**src/aluPkg.sv**
```systemverilog
`default_nettype none

package aluPkg;

    localparam int DataWidth = 32;  // Default word width for all modules

    typedef logic [DataWidth-1:0] aluWord_t;

    // Function codes of the integer and logic half of the ALU
    typedef enum logic [5:0] {
        IntAdd          = 6'd0,
        IntSub          = 6'd1,
        IntMul          = 6'd2,
        IntSqrt         = 6'd3,
        IntDiv          = 6'd4,
        IntMod          = 6'd5,
        ShiftLeftArith  = 6'd6,
        ShiftRightArith = 6'd7,
        CmpEq           = 6'd8,
        CmpNe           = 6'd9,
        CmpGt           = 6'd10,
        CmpLt           = 6'd11,
        CmpGtu          = 6'd12,
        CmpLtu          = 6'd13,
        LogicNot        = 6'd16,
        LogicAnd        = 6'd17,
        LogicOr         = 6'd18,
        LogicXor        = 6'd19,
        LogicXnor       = 6'd20,
        ShiftLeftLogic  = 6'd22,
        ShiftRightLogic = 6'd23
    } aluOp_t;

    typedef struct packed {
        logic divByZero;   // Bit 1
        logic zeroResult;  // Bit 0
    } aluStatus_t;

    // Wishbone register map
    typedef enum logic [1:0] {
        RegOperandA = 2'd0,
        RegOperandB = 2'd1,
        RegCommand  = 2'd2,
        RegResult   = 2'd3
    } aluReg_t;

endpackage

`default_nettype wire

```
**src/aluCmdIf.sv**
```systemverilog
`timescale 1ns/10ps
`default_nettype none

interface aluCmdIf import aluPkg::*; ();

    logic     start;     // One-cycle command strobe
    aluOp_t   opcode;
    aluWord_t operandA;
    aluWord_t operandB;
    logic     busy;      // Multi-cycle op still running

    // Bus side
    modport issuer (
        output start,
        output opcode,
        output operandA,
        output operandB,
        input  busy
    );

    // Arithmetic side
    modport core (
        input  start,
        input  opcode,
        input  operandA,
        input  operandB,
        output busy
    );

endinterface

`default_nettype wire

```
**src/intDivider.sv**
```systemverilog
`timescale 1ns/10ps
`default_nettype none

module intDivider import aluPkg::*; #(
    parameter int Width = DataWidth
) (
    input  wire              i_clock,
    input  wire              i_startSignal,
    input  wire              i_start,
    input  wire  [Width-1:0] i_dividend,
    input  wire  [Width-1:0] i_divisor,
    output logic             o_done,
    output logic [Width-1:0] o_quotient,
    output logic [Width-1:0] o_remainder,
    output logic             o_divByZero
);

    localparam int CountW = $clog2(Width);

    typedef enum logic [1:0] {Idle, Run, Fix} divState_t;

    divState_t         state;
    logic [CountW-1:0] count;
    logic [Width-1:0]  remReg;
    logic [Width-1:0]  quoReg;       // Dividend bits shift out, quotient bits shift in
    logic [Width-1:0]  divisorMag;
    logic              negQuo;
    logic              negRem;
    logic              divZero;
    logic [Width:0]    trial;
    logic [Width:0]    diff;

    assign trial = {remReg, quoReg[Width-1]};
    assign diff  = trial - {1'b0, divisorMag};

    always_ff @(posedge i_clock or posedge i_startSignal) begin
        if (i_startSignal) begin
            state <= Idle;
            count <= '0;
        end else begin
            case (state)
                Idle: if (i_start) begin
                    state <= Run;
                    count <= CountW'(Width - 1);
                end
                Run: begin
                    if (count == '0) state <= Fix;
                    count <= count - 1'b1;
                end
                default: state <= Idle;
            endcase
        end
    end

    always_ff @(posedge i_clock) begin
        if (state == Idle && i_start) begin
            remReg     <= '0;
            quoReg     <= i_dividend[Width-1] ? -i_dividend : i_dividend;
            divisorMag <= i_divisor[Width-1] ? -i_divisor : i_divisor;
            negQuo     <= i_dividend[Width-1] ^ i_divisor[Width-1];
            negRem     <= i_dividend[Width-1];  // Remainder follows dividend sign
            divZero    <= (i_divisor == '0);
        end else if (state == Run) begin
            remReg <= diff[Width] ? trial[Width-1:0] : diff[Width-1:0];  // Restore on borrow
            quoReg <= {quoReg[Width-2:0], ~diff[Width]};
        end
    end

    // Sign fixing step
    assign o_done      = (state == Fix);
    assign o_quotient  = divZero ? '1 : (negQuo ? -quoReg : quoReg);
    assign o_remainder = negRem ? -remReg : remReg;
    assign o_divByZero = divZero;

endmodule

`default_nettype wire

```
**src/intSqrt.sv**
```systemverilog
`timescale 1ns/10ps
`default_nettype none

module intSqrt import aluPkg::*; #(
    parameter int Width = DataWidth
) (
    input  wire                i_clock,
    input  wire                i_startSignal,
    input  wire                i_start,
    input  wire  [Width-1:0]   i_radicand,
    output logic               o_done,
    output logic [Width/2-1:0] o_root
);

    localparam int RootW  = Width / 2;
    localparam int RemW   = RootW + 2;
    localparam int CountW = $clog2(RootW);

    typedef enum logic [1:0] {Idle, Run, Finish} sqrtState_t;

    sqrtState_t        state;
    logic [CountW-1:0] count;
    logic [Width-1:0]  radReg;
    logic [RootW-1:0]  rootReg;
    logic [RemW-1:0]   remReg;
    logic [RemW-1:0]   shifted;
    logic [RemW:0]     diff;

    // Bring down the next two radicand bits and try 4*root+1
    assign shifted = {remReg[RemW-3:0], radReg[Width-1 -: 2]};
    assign diff    = {1'b0, shifted} - {1'b0, rootReg, 2'b01};

    always_ff @(posedge i_clock or posedge i_startSignal) begin
        if (i_startSignal) begin
            state <= Idle;
            count <= '0;
        end else begin
            case (state)
                Idle: if (i_start) begin
                    state <= Run;
                    count <= CountW'(RootW - 1);
                end
                Run: begin
                    if (count == '0) state <= Finish;
                    count <= count - 1'b1;
                end
                default: state <= Idle;
            endcase
        end
    end

    always_ff @(posedge i_clock) begin
        if (state == Idle && i_start) begin
            radReg  <= i_radicand;
            rootReg <= '0;
            remReg  <= '0;
        end else if (state == Run) begin
            radReg  <= radReg << 2;
            rootReg <= {rootReg[RootW-2:0], ~diff[RemW]};  // Root bit set when trial fits
            remReg  <= diff[RemW] ? shifted : diff[RemW-1:0];
        end
    end

    assign o_done = (state == Finish);
    assign o_root = rootReg;

endmodule

`default_nettype wire

```
**src/wbCmdPort.sv**
```systemverilog
`timescale 1ns/10ps
`default_nettype none

module wbCmdPort import aluPkg::*; #(
    parameter int DataWidth = aluPkg::DataWidth
) (
    input  wire                  i_clock,
    input  wire                  i_startSignal,
    input  wire                  i_wbCyc,
    input  wire                  i_wbStb,
    input  wire                  i_wbWe,
    input  wire aluReg_t         i_wbAdr,
    input  wire  [DataWidth-1:0] i_wbDat,
    output logic [DataWidth-1:0] o_wbDat,
    output logic                 o_wbAck,
    input  wire                  i_done,
    input  wire  [DataWidth-1:0] i_result,
    input  wire aluStatus_t      i_status,
    aluCmdIf.issuer              cmd
);

    typedef enum logic [1:0] {Idle, Issue, WaitDone, Ack} portState_t;

    portState_t           state;
    logic [DataWidth-1:0] operandA;
    logic [DataWidth-1:0] operandB;
    aluOp_t               opcodeReg;
    logic                 strobe;

    assign strobe  = i_wbCyc && i_wbStb;
    assign o_wbAck = (state == Ack) && strobe;  // Never acks outside a strobe

    assign cmd.start    = (state == Issue);
    assign cmd.opcode   = opcodeReg;
    assign cmd.operandA = operandA;
    assign cmd.operandB = operandB;

    // Read mux
    always_comb begin
        case (i_wbAdr)
            RegOperandA: o_wbDat = operandA;
            RegOperandB: o_wbDat = operandB;
            RegCommand:  o_wbDat = {{(DataWidth-2){1'b0}}, i_status};
            default:     o_wbDat = i_result;
        endcase
    end

    always_ff @(posedge i_clock or posedge i_startSignal) begin
        if (i_startSignal) begin
            state    <= Idle;
            operandA <= '0;
            operandB <= '0;
        end else begin
            case (state)
                Idle: begin
                    if (strobe && i_wbWe && i_wbAdr == RegCommand) begin
                        if (!cmd.busy) begin
                            opcodeReg <= aluOp_t'(i_wbDat[$bits(aluOp_t)-1:0]);
                            state     <= Issue;
                        end
                    end else if (strobe) begin
                        if (i_wbWe && i_wbAdr == RegOperandA) operandA <= i_wbDat;
                        if (i_wbWe && i_wbAdr == RegOperandB) operandB <= i_wbDat;
                        state <= Ack;
                    end
                end
                Issue:    state <= WaitDone;
                WaitDone: if (i_done) state <= Ack;  // Ack held back until result stored
                default:  if (!strobe) state <= Idle;
            endcase
        end
    end

endmodule

`default_nettype wire

```
**src/aluCore.sv**
```systemverilog
`timescale 1ns/10ps
`default_nettype none

module aluCore import aluPkg::*; #(
    parameter int DataWidth = aluPkg::DataWidth
) (
    aluCmdIf.core                cmd,
    input  wire                  i_clock,
    input  wire                  i_startSignal,
    output logic                 o_resultValid,
    output logic [DataWidth-1:0] o_resultWord,
    output logic                 o_divByZero
);

    localparam int ShiftW = $clog2(DataWidth);

    logic [DataWidth-1:0]   singleResult;
    logic [ShiftW-1:0]      shiftAmount;
    logic [DataWidth-1:0]   divQuotient;
    logic [DataWidth-1:0]   divRemainder;
    logic [DataWidth/2-1:0] sqrtRoot;
    logic                   divDone;
    logic                   divZero;
    logic                   sqrtDone;
    logic                   divStart;
    logic                   sqrtStart;
    logic                   unitDone;
    logic                   busy;
    aluOp_t                 pendingOp;

    assign shiftAmount = cmd.operandB[ShiftW-1:0];
    assign divStart    = cmd.start && (cmd.opcode == IntDiv || cmd.opcode == IntMod);
    assign sqrtStart   = cmd.start && (cmd.opcode == IntSqrt);
    assign unitDone    = busy && (divDone || sqrtDone);
    assign cmd.busy    = busy;

    always_comb begin
        case (cmd.opcode)
            IntAdd:          singleResult = cmd.operandA + cmd.operandB;
            IntSub:          singleResult = cmd.operandA - cmd.operandB;
            IntMul:          singleResult = cmd.operandA * cmd.operandB;  // Low word
            ShiftLeftArith,
            ShiftLeftLogic:  singleResult = cmd.operandA << shiftAmount;
            ShiftRightArith: singleResult = $signed(cmd.operandA) >>> shiftAmount;
            ShiftRightLogic: singleResult = cmd.operandA >> shiftAmount;
            CmpEq:           singleResult = DataWidth'(cmd.operandA == cmd.operandB);
            CmpNe:           singleResult = DataWidth'(cmd.operandA != cmd.operandB);
            CmpGt:  singleResult = DataWidth'($signed(cmd.operandA) > $signed(cmd.operandB));
            CmpLt:  singleResult = DataWidth'($signed(cmd.operandA) < $signed(cmd.operandB));
            CmpGtu:          singleResult = DataWidth'(cmd.operandA > cmd.operandB);
            CmpLtu:          singleResult = DataWidth'(cmd.operandA < cmd.operandB);
            LogicNot:        singleResult = ~cmd.operandA;
            LogicAnd:        singleResult = cmd.operandA & cmd.operandB;
            LogicOr:         singleResult = cmd.operandA | cmd.operandB;
            LogicXor:        singleResult = cmd.operandA ^ cmd.operandB;
            LogicXnor:       singleResult = cmd.operandA ~^ cmd.operandB;
            default:         singleResult = '0;  // Unknown codes give zero
        endcase
    end

    always_ff @(posedge i_clock or posedge i_startSignal) begin
        if (i_startSignal) begin
            busy          <= 1'b0;
            o_resultValid <= 1'b0;
        end else begin
            o_resultValid <= (cmd.start && !divStart && !sqrtStart) || unitDone;
            if (divStart || sqrtStart) busy <= 1'b1;
            else if (unitDone) busy <= 1'b0;
        end
    end

    // Result capture
    always_ff @(posedge i_clock) begin
        if (cmd.start) begin
            pendingOp    <= cmd.opcode;
            o_resultWord <= singleResult;
            o_divByZero  <= 1'b0;
        end else if (busy && divDone) begin
            o_resultWord <= (pendingOp == IntMod) ? divRemainder : divQuotient;
            o_divByZero  <= divZero;
        end else if (busy && sqrtDone) begin
            o_resultWord <= {{(DataWidth - DataWidth/2){1'b0}}, sqrtRoot};
            o_divByZero  <= 1'b0;  // Sqrt clears a stale flag
        end
    end

    intDivider #(.Width(DataWidth)) divider0 (
        .i_clock      (i_clock),
        .i_startSignal(i_startSignal),
        .i_start      (divStart),
        .i_dividend   (cmd.operandA),
        .i_divisor    (cmd.operandB),
        .o_done       (divDone),
        .o_quotient   (divQuotient),
        .o_remainder  (divRemainder),
        .o_divByZero  (divZero)
    );

    intSqrt #(.Width(DataWidth)) sqrt0 (
        .i_clock      (i_clock),
        .i_startSignal(i_startSignal),
        .i_start      (sqrtStart),
        .i_radicand   (cmd.operandA),
        .o_done       (sqrtDone),
        .o_root       (sqrtRoot)
    );

endmodule

`default_nettype wire

```
**src/resultPort.sv**
```systemverilog
`timescale 1ns/10ps
`default_nettype none

module resultPort import aluPkg::*; #(
    parameter int DataWidth = aluPkg::DataWidth
) (
    input  wire                  i_clock,
    input  wire                  i_startSignal,
    input  wire                  i_resultValid,
    input  wire  [DataWidth-1:0] i_resultWord,
    input  wire                  i_divByZero,
    output logic                 o_done,
    output logic [DataWidth-1:0] o_result,
    output aluStatus_t           o_status
);

    logic isZero;

    assign isZero = (i_resultWord == '0);

    // Holds the last result until the next one arrives
    always_ff @(posedge i_clock or posedge i_startSignal) begin
        if (i_startSignal) begin
            o_done   <= 1'b0;
            o_result <= '0;
            o_status <= '0;
        end else begin
            o_done <= i_resultValid;  // One pulse per captured result
            if (i_resultValid) begin
                o_result            <= i_resultWord;
                o_status.divByZero  <= i_divByZero;
                o_status.zeroResult <= isZero;
            end
        end
    end

endmodule

`default_nettype wire

```
**src/aluTop.sv**
```systemverilog
`timescale 1ns/10ps
`default_nettype none

module aluTop import aluPkg::*; #(
    parameter int DataWidth = aluPkg::DataWidth
) (
    input  wire                  Clock,
    input  wire                  StartSignal,
    input  wire                  i_wbCyc,
    input  wire                  i_wbStb,
    input  wire                  i_wbWe,
    input  wire aluReg_t         i_wbAdr,
    input  wire  [DataWidth-1:0] i_wbDat,
    output logic [DataWidth-1:0] o_wbDat,
    output logic                 o_wbAck
);

    logic                 resultValid;
    logic [DataWidth-1:0] resultWord;
    logic                 divByZero;
    logic                 done;
    logic [DataWidth-1:0] result;
    aluStatus_t           status;

    aluCmdIf cmdBus ();  // Command path from bus port to core

    wbCmdPort #(.DataWidth(DataWidth)) cmdPort0 (
        .i_clock      (Clock),
        .i_startSignal(StartSignal),
        .i_wbCyc      (i_wbCyc),
        .i_wbStb      (i_wbStb),
        .i_wbWe       (i_wbWe),
        .i_wbAdr      (i_wbAdr),
        .i_wbDat      (i_wbDat),
        .o_wbDat      (o_wbDat),
        .o_wbAck      (o_wbAck),
        .i_done       (done),
        .i_result     (result),
        .i_status     (status),
        .cmd          (cmdBus.issuer)
    );

    aluCore #(.DataWidth(DataWidth)) core0 (
        .cmd          (cmdBus.core),
        .i_clock      (Clock),
        .i_startSignal(StartSignal),
        .o_resultValid(resultValid),
        .o_resultWord (resultWord),
        .o_divByZero  (divByZero)
    );

    resultPort #(.DataWidth(DataWidth)) resultPort0 (
        .i_clock      (Clock),
        .i_startSignal(StartSignal),
        .i_resultValid(resultValid),
        .i_resultWord (resultWord),
        .i_divByZero  (divByZero),
        .o_done       (done),
        .o_result     (result),
        .o_status     (status)
    );

endmodule

`default_nettype wire

```
**config.mk**
```make
export PLATFORM = sky130hd
export DESIGN_NAME = aluTop
export DESIGN_NICKNAME = d
export VERILOG_FILES = /design/src/aluPkg.sv /design/src/aluCmdIf.sv /design/src/intDivider.sv /design/src/intSqrt.sv /design/src/wbCmdPort.sv /design/src/aluCore.sv /design/src/resultPort.sv /design/src/aluTop.sv
export SDC_FILE = /design/constraint.sdc
export NUM_CORES = 2
export LEC_CHECK = 0
export ABC_CLOCK_PERIOD_IN_PS = 19200
export BUFFER_PORTS_ARGS = -buffer_cell sky130_fd_sc_hd__buf_2
export CAP_MARGIN = 30
export CORE_UTILIZATION = 49
export CTS_BUF_LIST = sky130_fd_sc_hd__clkbuf_4 sky130_fd_sc_hd__clkbuf_8
export CTS_CLUSTER_DIAMETER = 150
export DETAILED_ROUTE_END_ITERATION = 12
export PLACE_DENSITY_LB_ADDON = 0.15
export SLEW_MARGIN = 20
export SYNTH_ARGS = -nofsm -noshare
export SYNTH_HDL_FRONTEND = slang
export SYNTH_HIERARCHICAL = 1
export SYNTH_SLANG_ARGS = --single-unit
```
**constraint.sdc**
```tcl
create_clock -name Clock -period 19.2 [get_ports Clock]
set_input_delay 5.76 -clock Clock [delete_from_list [all_inputs] [get_ports Clock]]
set_output_delay 5.76 -clock Clock [all_outputs]
set_load 0.01 [all_outputs]
```
==> flow_summary_export.csv <==
group,metric,value,unit
global_routing,grt-ovfl-total,0,
setup_path,cp_max_fo,36,
timing,worst_pin_slew,1101,ps
placement,post-dp-hpwl,140.7,mm
placement,gp_congestion,1.064,
clocking,cts.htree.levels,2,
timing,finalSetupViolCount,0,
timing,period_minus_slack,13320,ps
setup_path,setup.worst_path.start_class,"input port",
floorplanning,die_area,90490,µm²
logic_synthesis,yosysUniqueCellTypes,121,
logic_synthesis,synth_area,43750,µm²
logic_synthesis,postSynth.asyncResetShare,35.80,%
setup_path,crit_cells,6,
global_routing,antenna_found_initial,18,
timing,setup_slack,5882,ps
routing,drt_wl_total,191.3,mm
clocking,clock_latency,740,ps
timing,slew_viol_final,0,
routing,wl_per_cell,30.30,µm
routing,antenna_left,0,
setup_path,reg2reg_depth,27,
clocking,cts_root_buf,"clkbuf_8",
floorplanning,core_region_area,88370,µm²
clocking,holdBufCountCts,0,
timing,rsz0062_at_grt,"false",
worst_hold_path,hold_depth,1,
global_routing,grt_usage,42.37,%
setup_path,r2r-end,"core0/o_resultWord[27]",
setup_path,crit_slowest_cell,"and2_1",
logic_synthesis,synth-edff-count,143,
clocking,ctsResizeCount,0,
logic_synthesis,yosysWarnings,6,
timing,hold_violations,0,
placement,io_buffers,71,
setup_path,end_kind,"primary output",
floorplanning,row_count,109,
global_routing,grt_pass1_vias,38730,
finish,mostFrequentLayoutCell,"nand2_1",
logic_synthesis,yosys_most_used_dff,"edfxtp_1",
setup_path,cp.buffers_inverters,3,
timing,max-slew-margin-rel,26.54,%
finish,fin_util,52.94,%
setup_path,crit_path_frequent_cell,"buf_2",
floorplanning,die_x,300.8,µm
setup_path,r2r_start,"cmdPort0/cmd.operandB[2]",
routing,drtIter0Drc,5370,
setup_path,arrival,7560,ps
routing,drc,0,
routing,num_vias,40510,
routing,via_per_inst,6.417,
finish,syn2layout_area_growth,6.944,%
clocking,numCtsBuffers,60,
routing,first_pass_iters,7,
logic_synthesis,ys_ff_latch,324,
setup_path,cp_cell_sequence,"buf_2 -> and2_1 -> buf_8 -> nand2_1 -> o21ai_0 -> buf_2",
setup_path,cp_top_family,"buffers and inverters",
clocking,post_cts_buffers,0,
logic_synthesis,syn-instance-count,5111,
setup_path,cp_slowest_stage_delay,620,ps
global_routing,grt_pass1_wl,276.2,mm
global_routing,grt_max_degree,65,
placement,place_ws,5903,ps
clocking,clkSlewWorstSetupHoldPaths,60,ps
clocking,cts_buffer_depth,3,
timing,clock.fmax,75.09,MHz
finish,finalNetCount,5818,
logic_synthesis,syn_avg_cell_area,8.560,µm²
finish,num-fill-cells,8325,
setup_path,required,13440,ps
setup_path,criticalPathCategory,"input port to primary output",
floorplanning,start_util,49.51,%
floorplanning,die-height,300.8,µm
timing,min_period_over_period,69.36,%
floorplanning,boundaryPins,72,
worst_hold_path,worstHoldStart,"core0/o_resultWord[14]",
worst_hold_path,min_path_type,"flip-flop to flip-flop",
timing,tns,0,ps
logic_synthesis,synth_fp_nets,5841,
clocking,cts_tree,"built",
logic_synthesis,ys_seq_area_share,19.42,%
timing,skew,49.76,ps
finish,layout_common_cells,"nand2_1, nor2_1, inv_1",
clocking,clock-sinks,324,
finish,drive_gt1_share,11.42,%
run_status,status,"completed",
run,max_cap_viol_count,0,
worst_hold_path,holdPathEnd,"resultPort0/o_result[14]",
setup_path,r2r_slack,9780,ps
[stage by stage]
step                      hold slack (ps)  std cells  instance area (µm²)
after global placement              474.0       6178                45280
final                               472.9       6312                46790
after floorplan                     354.8       5111                43750
after global routing                487.5       6308                46780
after detailed placement            475.9       6187                45410
after CTS                           459.0       6301                46740
[how the worst max path moves through the flow]
stage                    start     endpoint
finish              i_wbAdr[1]   o_wbDat[2]
global route        i_wbAdr[1]   o_wbDat[3]
CTS                 i_wbAdr[0]   o_wbDat[3]
detailed placement  i_wbAdr[0]   o_wbDat[3]
global placement    i_wbAdr[0]  o_wbDat[24]
floorplan           i_wbAdr[0]  o_wbDat[23]
[synthesized netlist by cell type, types with 36 or more instances]
master    number  area [µm²]
nor2_1       620        2327
nand2_1      620        2327
nor3_1        57       285.3
dfxtp_1       65        1301
o22ai_1       52       325.3
xnor2_1      168        1471
fa_1         411        8228
clkbuf_1     198       743.2
inv_1        552        2072
mux2i_1      136        1361
o31ai_1       48       360.4
xor2_1        79       691.9
buf_2         44       220.2
ha_1         280        3503
o21ai_0      305        1526
mux4_2        49        1104
a21oi_1      223        1116
dfrtp_1      116        2903
buf_1         36       135.1
a21o_1        48       360.4
nand3_1       63       315.3
mux2_2       106        1194
o211ai_1      38       285.3
edfxtp_1     143        4294
[logic make-up after synthesis]
group	after synthesis	synth area share, %
AO/OA/AOI/OAI	1050	15.80
AND/OR/NAND/NOR	1616	16.22
buffers and inverters	886	8.151
multiplexers	297	8.654
flip-flops	324	19.42
XOR/XNOR	247	4.945
adder cells (fa/ha/maj)	691	26.81
[sequential cells by signal (all words and copies together) (netlist names), 5 cells and up]
register,count
cmdPort0/cmd.operandB,32
core0/divider0/remReg,32
resultPort0/o_result,32
core0/divider0/divisorMag,32
core0/sqrt0/radReg,32
core0/o_resultWord,32
cmdPort0/cmd.operandA,32
core0/divider0/quoReg,32
core0/divider0/count,5
core0/sqrt0/remReg,16
core0/pendingOp,6
core0/sqrt0/o_root,16
cmdPort0/cmd.opcode,6
[routing by layer]
| layer | share of wire [%] | wire (µm) | GRT usage (%) |
|---|---|---|---|
| met1 | 40 | 76570 | 58.29 |
| met2 | 41 | 78190 | 60.22 |
| met3 | 13 | 24180 | 11.88 |
| met4 | 6.4 | 12230 | 22.42 |
| met5 | 0.045 | 86 | 0 |
[layout make-up]
class | instances | area, µm² | share of cell area [%]
Antenna cell | 7 | 17.52 | 0.03744
Tap cell | 1165 | 1458 | 3.115
Inverter | 576 | 2162 | 4.621
Clock inverter | 16 | 132.6 | 0.2835
Clock buffer | 98 | 1192 | 2.548
Timing Repair Buffer | 225 | 1582 | 3.380
Multi-Input combinational cell | 3901 | 31730 | 67.82
Sequential cell | 324 | 8511 | 18.19
Power is left out: the tool's default activity adds up to more than one toggle a clock period on the data nets, which glitch-free logic cannot reach.
